[src/common/sample_pkg.sv]
`default_nettype none

package sample_pkg;

    // one I or Q component of the sample and correlation streams
    localparam int IQ_W = 16;

    typedef logic signed [IQ_W-1:0] iq_t;

    // complex value, im in the upper half
    typedef struct packed {
        iq_t im;
        iq_t re;
    } cplx_t;

    // a full 16x16 product pair sums to 33 bits
    // dropping 17 keeps the result inside iq_t
    localparam int PROD_SHIFT = 17;

endpackage

`default_nettype wire

[src/hdl/complex_conj_mult.sv]
`timescale 1ns/1ps
`default_nettype none

module complex_conj_mult (
    input  logic              clk_i,
    input  logic              reset_ni,
    input  logic              valid_i,
    input  sample_pkg::cplx_t a_i,
    input  sample_pkg::cplx_t b_i,
    output logic              valid_o,
    output sample_pkg::cplx_t prod_o
);
    import sample_pkg::*;

    // partial products of a and b
    logic signed [2*IQ_W-1:0] p_rr;
    logic signed [2*IQ_W-1:0] p_ii;
    logic signed [2*IQ_W-1:0] p_ir;
    logic signed [2*IQ_W-1:0] p_ri;

    logic signed [2*IQ_W:0] sum_re;
    logic signed [2*IQ_W:0] sum_im;

    logic valid_q;

    // conj(b) flips the sign of bi, hence the plus on re and minus on im
    assign sum_re = p_rr + p_ii;
    assign sum_im = p_ir - p_ri;

    always_ff @(posedge clk_i) begin
        p_rr <= a_i.re * b_i.re;
        p_ii <= a_i.im * b_i.im;
        p_ir <= a_i.im * b_i.re;
        p_ri <= a_i.re * b_i.im;

        // arithmetic shift, then keep the low IQ_W bits
        prod_o.re <= iq_t'(sum_re >>> PROD_SHIFT);
        prod_o.im <= iq_t'(sum_im >>> PROD_SHIFT);
    end

    always_ff @(posedge clk_i) begin
        if (!reset_ni) begin
            valid_q <= 1'b0;
            valid_o <= 1'b0;
        end else begin
            valid_q <= valid_i;
            valid_o <= valid_q;
        end
    end

endmodule

`default_nettype wire

[config.mk]
export PLATFORM = sky130hd
export DESIGN_NAME = complex_conj_mult
export DESIGN_NICKNAME = d
export VERILOG_FILES = /design/src/common/sample_pkg.sv /design/src/hdl/complex_conj_mult.sv
export SDC_FILE = /design/constraint.sdc
export NUM_CORES = 2
export LEC_CHECK = 0
export BUFFER_PORTS_ARGS = -buffer_cell sky130_fd_sc_hd__buf_2
export CORE_AREA = 2 2 264 266
export CTS_CLUSTER_DIAMETER = 80
export DETAILED_ROUTE_END_ITERATION = 10
export DIE_AREA = 0 0 266 268
export HOLD_SLACK_MARGIN = 0.02
export PLACE_DENSITY_LB_ADDON = 0.12
export SLEW_MARGIN = 15
export SYNTH_ARGS = -nofsm -noshare
export SYNTH_HDL_FRONTEND = slang
export SYNTH_SLANG_ARGS = --single-unit
[constraint.sdc]
create_clock -name clk_i -period 10.15 [get_ports clk_i]
set_input_delay 2.03 -clock clk_i [delete_from_list [all_inputs] [get_ports clk_i]]
set_output_delay 2.03 -clock clk_i [all_outputs]
set_load 0.01 [all_outputs]
==> After elaboration in Yosys (flattened, before gate mapping) <==
Cells that the tools add are included.
{ "word_totals": {"reg_bits": 162, "input_bits": 67, "output_inout_bits": 33, "word_cells": 14} }
{ "classes": {"addsub": 2, "multipliers": 4} }
{ "ops": {"columns": ["operator", "count"], "rows": [
  ["$mul A16 B16 Y32", 4],
  ["$add A32 B32 Y33", 1],
  ["$sub A32 B32 Y33", 1]
]} }

==> Logic depth before layout (Yosys ltp) <==
{ "logic_depth": {"ltp_word": 1, "depth_mapped": 24, "depth_no_buf": 22} }

==> Worst setup path after synthesis <==
OpenSTA, ideal clock, no wires.
{ "synth_path": {"kind": "input-to-reg", "start": "in a_i[31] (netlist name)", "end": "reg p_ir[31]", "setup_time_ps": 103, "arrival_ps": 7587, "t_required_ps": 10047, "setup_slack_ps": 2459, "path_stages": 22, "n_path_buf": 1, "cell_sequence": "clkbuf_1 nand2_1 inv_1 fa_1 inv_1 fa_1 fa_1 inv_1 fa_1 fa_1 inv_1 fa_1 inv_1 ha_1 a211oi_2 nand2_1 a221o_1 a211oi_2 a21oi_2 o41ai_4 mux2i_1 a2111oi_2"} }
{ "synth_between": {"elab_chain_len": 1} }
{ "synth_rtl": {"columns": ["element", "line_no", "rtl"], "rows": [
  ["from (decl)", "complex_conj_mult.sv:8", "input sample_pkg::cplx_t a_i,"],
  ["$mul A16 B16 Y32", "complex_conj_mult.sv:33", "p_ir <= a_i.im * b_i.re;"],
  ["to (signal assigned)", "complex_conj_mult.sv:33", null],
  ["to (decl)", "complex_conj_mult.sv:18", "logic signed [2*IQ_W-1:0] p_ir;"]
]} }
No other way between the ends.
A chain may end at the register's enable or synchronous reset.

==> Final worst setup path <==
{ "layout_path": {"start": "in b_i[4] (netlist name)", "end": "reg p_ir[31]"} }
{ "layout_between": {"elab_chain_len": 1} }
{ "layout_rtl": {"columns": ["element", "line_no", "rtl"], "rows": [
  ["from (decl)", "complex_conj_mult.sv:9", "input sample_pkg::cplx_t b_i,"],
  ["$mul A16 B16 Y32", "complex_conj_mult.sv:33", null]
]} }
No other way between the ends.

==> run_results.csv <==
group,metric,value,unit
status,status,"completed",
grt,grtUsageTotal,30.92,%
grt,grt_pass1_vias,34220,
cts,cts_made_buffers,17,
cts,post_cts_buffers,0,
placement,dp_hpwl,77850,um
grt,antenna_found_initial,5,
grt,overflow,0,
detailed_routing,wl_per_cell,17.27,um
sta,fin_crit_sh,83.51,%
placement,post-place-ws,1.381,ns
sta,maxSlewHeadroom,36.93,%
final_layout,drive_gt1_share,3.382,%
synth,synth_ff_type,"dfxtp_1",
die,die_w,266,um
die,dieArea,71290,um^2
setup_path,critPathMaxFanout,32,
final_layout,multi_input_area,36730,um^2
sta,timing.fmax,118.0,MHz
sta,setup_tns,0,ns
flow_run,drv_cap,0,
sta,setup_viol,0,
sta,worstMarginPinSlew,0.9461,ns
final_layout,regArea,3243,um^2
setup_path,required,10.56,ns
sta,setup_ws,1.673,ns
cts,cts_tree,"built",
detailed_routing,drt.antenna.violating_nets,0,
die,die_height,268,um
setup_path,start_kind,"primary input",
detailed_routing,wirelength,99980,um
cts,insertion_delay,0.51,ns
synth,syn_area_per_cell,9.141,um^2
sta,finalHoldViolCount,0,
die,initial_core_util,66.49,%
cts,htree_levels,4,
final_layout,area_growth,3.420,%
cts,cts_resized,0,
die,core_area,68230,um^2
grt,grt_max_degree,33,
hold_path,hp-class,"flop to flop",
detailed_routing,route.vias.total,32210,
sta,skew,0.02497,ns
setup_path,worstPathArrival,8.89,ns
setup_path,crit_type,"primary input to flop",
final_layout,final_nets,6401,
synth,yosys_warnings,0,
synth,synth_edf_count,0,
detailed_routing,drcViolationCount,0,
die,ioPinCount,100,
cts,clk_pin_slew,0.09,ns
synth,syn_inst,4963,
final_layout,diodes,0,
synth,syn_area,45360,um^2
sta,final_max_slew_viol_count,0,
synth,yosysSeqAreaShare,7.149,%
grt,grt_pass1_wl,173300,um
final_layout,fillerInstances,5514,
placement,portBuffers,99,
synth,syn-num-nets,6468,
cts,holdBufCountCts,0,
setup_path,endpoint_kind,"flop",
detailed_routing,via_per_inst,5.563,
synth,ys_ff_latch,162,
cts,cts_sinks,162,
detailed_routing,dr.pass1.iters,5,
cts,cts-root-buf,"clkbuf_16",
synth,synthArstFlopShare,0,%
cts,clock_path_buffers,2,
detailed_routing,first_iter_violations,2117,
sta,layout_min_cycle_time,8.477,ns
sta,grt_setup_unrepaired,"no",
placement,gp_congestion,0.8419,
die,rows,96,
synth,synthDistinctLibCells,67,
## logic make-up (layout without fill, tap and decap cells)
group / count (synthesis) / after routing / share of synthesized area [%]
compound gates: 422 / 422 / 6.222
xor+xnor: 140 / 140 / 2.703
fa+ha+maj: 1438 / 1438 / 57.00
buf+inv: 1436 / 1382 / 11.88
flops: 162 / 162 / 7.149
mux: 1 / 1 / 0.02207
simple gates: 1364 / 1364 / 15.01
## cell usage in the layout (no fill, tap or decap), types with 31 or more instances in the layout
master    netlist  layout
xnor2_1       109     109
nor2_1        158     158
a21oi_1       113     113
inv_1        1235    1235
fa_1         1048    1048
ha_1          390     390
and2_1        514     514
nand2b_1       35      35
nand3_1        33      33
nand2_1       508     508
xor2_1         31      31
nor3_1         34      34
dfxtp_1       162     162
buf_2           0      99
a21o_1         42      42
o21ai_0        84      84
## critical path: stages
cell	delay, ns
buf_2	0.63
nand2_1	0.23
fa_1	0.62
inv_1	0.07
fa_1	0.81
fa_1	0.54
fa_1	0.51
fa_1	0.49
inv_1	0.05
fa_1	0.47
inv_1	0.04
ha_1	0.34
nand3_1	0.14
nor2_1	0.43
o2111ai_1	0.48
a21oi_2	0.40
o41ai_4	0.12
mux2i_1	0.14
a2111oi_2	0.32
## flip-flops by register name (all words and copies together) (netlist names)
| register | flops |
|---|---|
| p_ii | 32 |
| p_ir | 32 |
| p_ri | 32 |
| p_rr | 32 |
| prod_o | 32 |
| valid_o | 1 |
| valid_q | 1 |
## metal layers
metal | wire [um] | global-route usage (%)
met2 | 46310 | 49.11
met4 | 3721 | 10.83
met3 | 7573 | 5.058
met5 | 65 | 0
met1 | 42310 | 43.58
## path summary, 6_finish.rpt
path,start,to,slack (ns),cells past startpoint
worst max register to register,p_ri[18],prod_o[30],7.04,10
worst min-delay path,valid_q,valid_o,0.44,1
worst max-delay path,b_i[4],p_ir[31],1.67,19
worst min register to register,valid_q,valid_o,0.44,1
## cells in the mapped netlist, drive strengths merged, types with 5 or more instances
master / count / area (um^2)
clkbuf: 198 / 744.5
nor2: 158 / 593.1
ha: 390 / 4880
a21boi: 8 / 60.06
nand2b: 35 / 219.0
a211o: 7 / 61.31
nand3: 33 / 165.2
a31o: 5 / 43.79
a21o: 42 / 315.3
a311oi: 6 / 52.55
fa: 1048 / 20980
nand4: 12 / 75.07
a211oi: 27 / 212.7
or3: 12 / 75.07
a2111oi: 11 / 115.1
or2: 7 / 43.79
inv: 1235 / 4636
nor3: 34 / 170.2
o21ai: 84 / 420.4
and2: 514 / 3216
o311ai: 5 / 43.79
nor2b: 19 / 118.9
nand2: 508 / 1907
and3: 12 / 75.07
nor4: 5 / 31.28
o211ai: 11 / 82.58
dfxtp: 162 / 3243
xnor2: 109 / 954.7
o21bai: 16 / 120.1
o31ai: 8 / 60.06
o2111ai: 6 / 52.55
a21oi: 114 / 574.3
a31oi: 11 / 68.82
xor2: 31 / 271.5
a221oi: 5 / 43.79
o21a: 26 / 195.2
## through the flow
stage | util (%) | instances | area [um^2] | hold WS, ns
final | 68.77 | 5791 | 46920 | 0.4441
after global routing | 68.77 | 5791 | 46920 | 0.4496
after CTS | 68.77 | 5791 | 46920 | 0.4398
after detailed placement | 67.90 | 5759 | 46330 | 0.4237
after global placement | 67.90 | 5759 | 46330 | 0.4162
after floorplan | - | 4963 | 45360 | 0.4118
## layout make-up
type	instances	share of cell area [%]
multi-input cells	3365	78.29
inverters	1235	9.881
clock inverters	11	0.2720
well taps	882	2.352
flip-flops and latches	162	6.913
clock buffers	21	0.9814
repair buffers	115	1.312
Power is left out: the tool's default activity adds up to more than one toggle a clock period on the data nets, which glitch-free logic cannot reach.
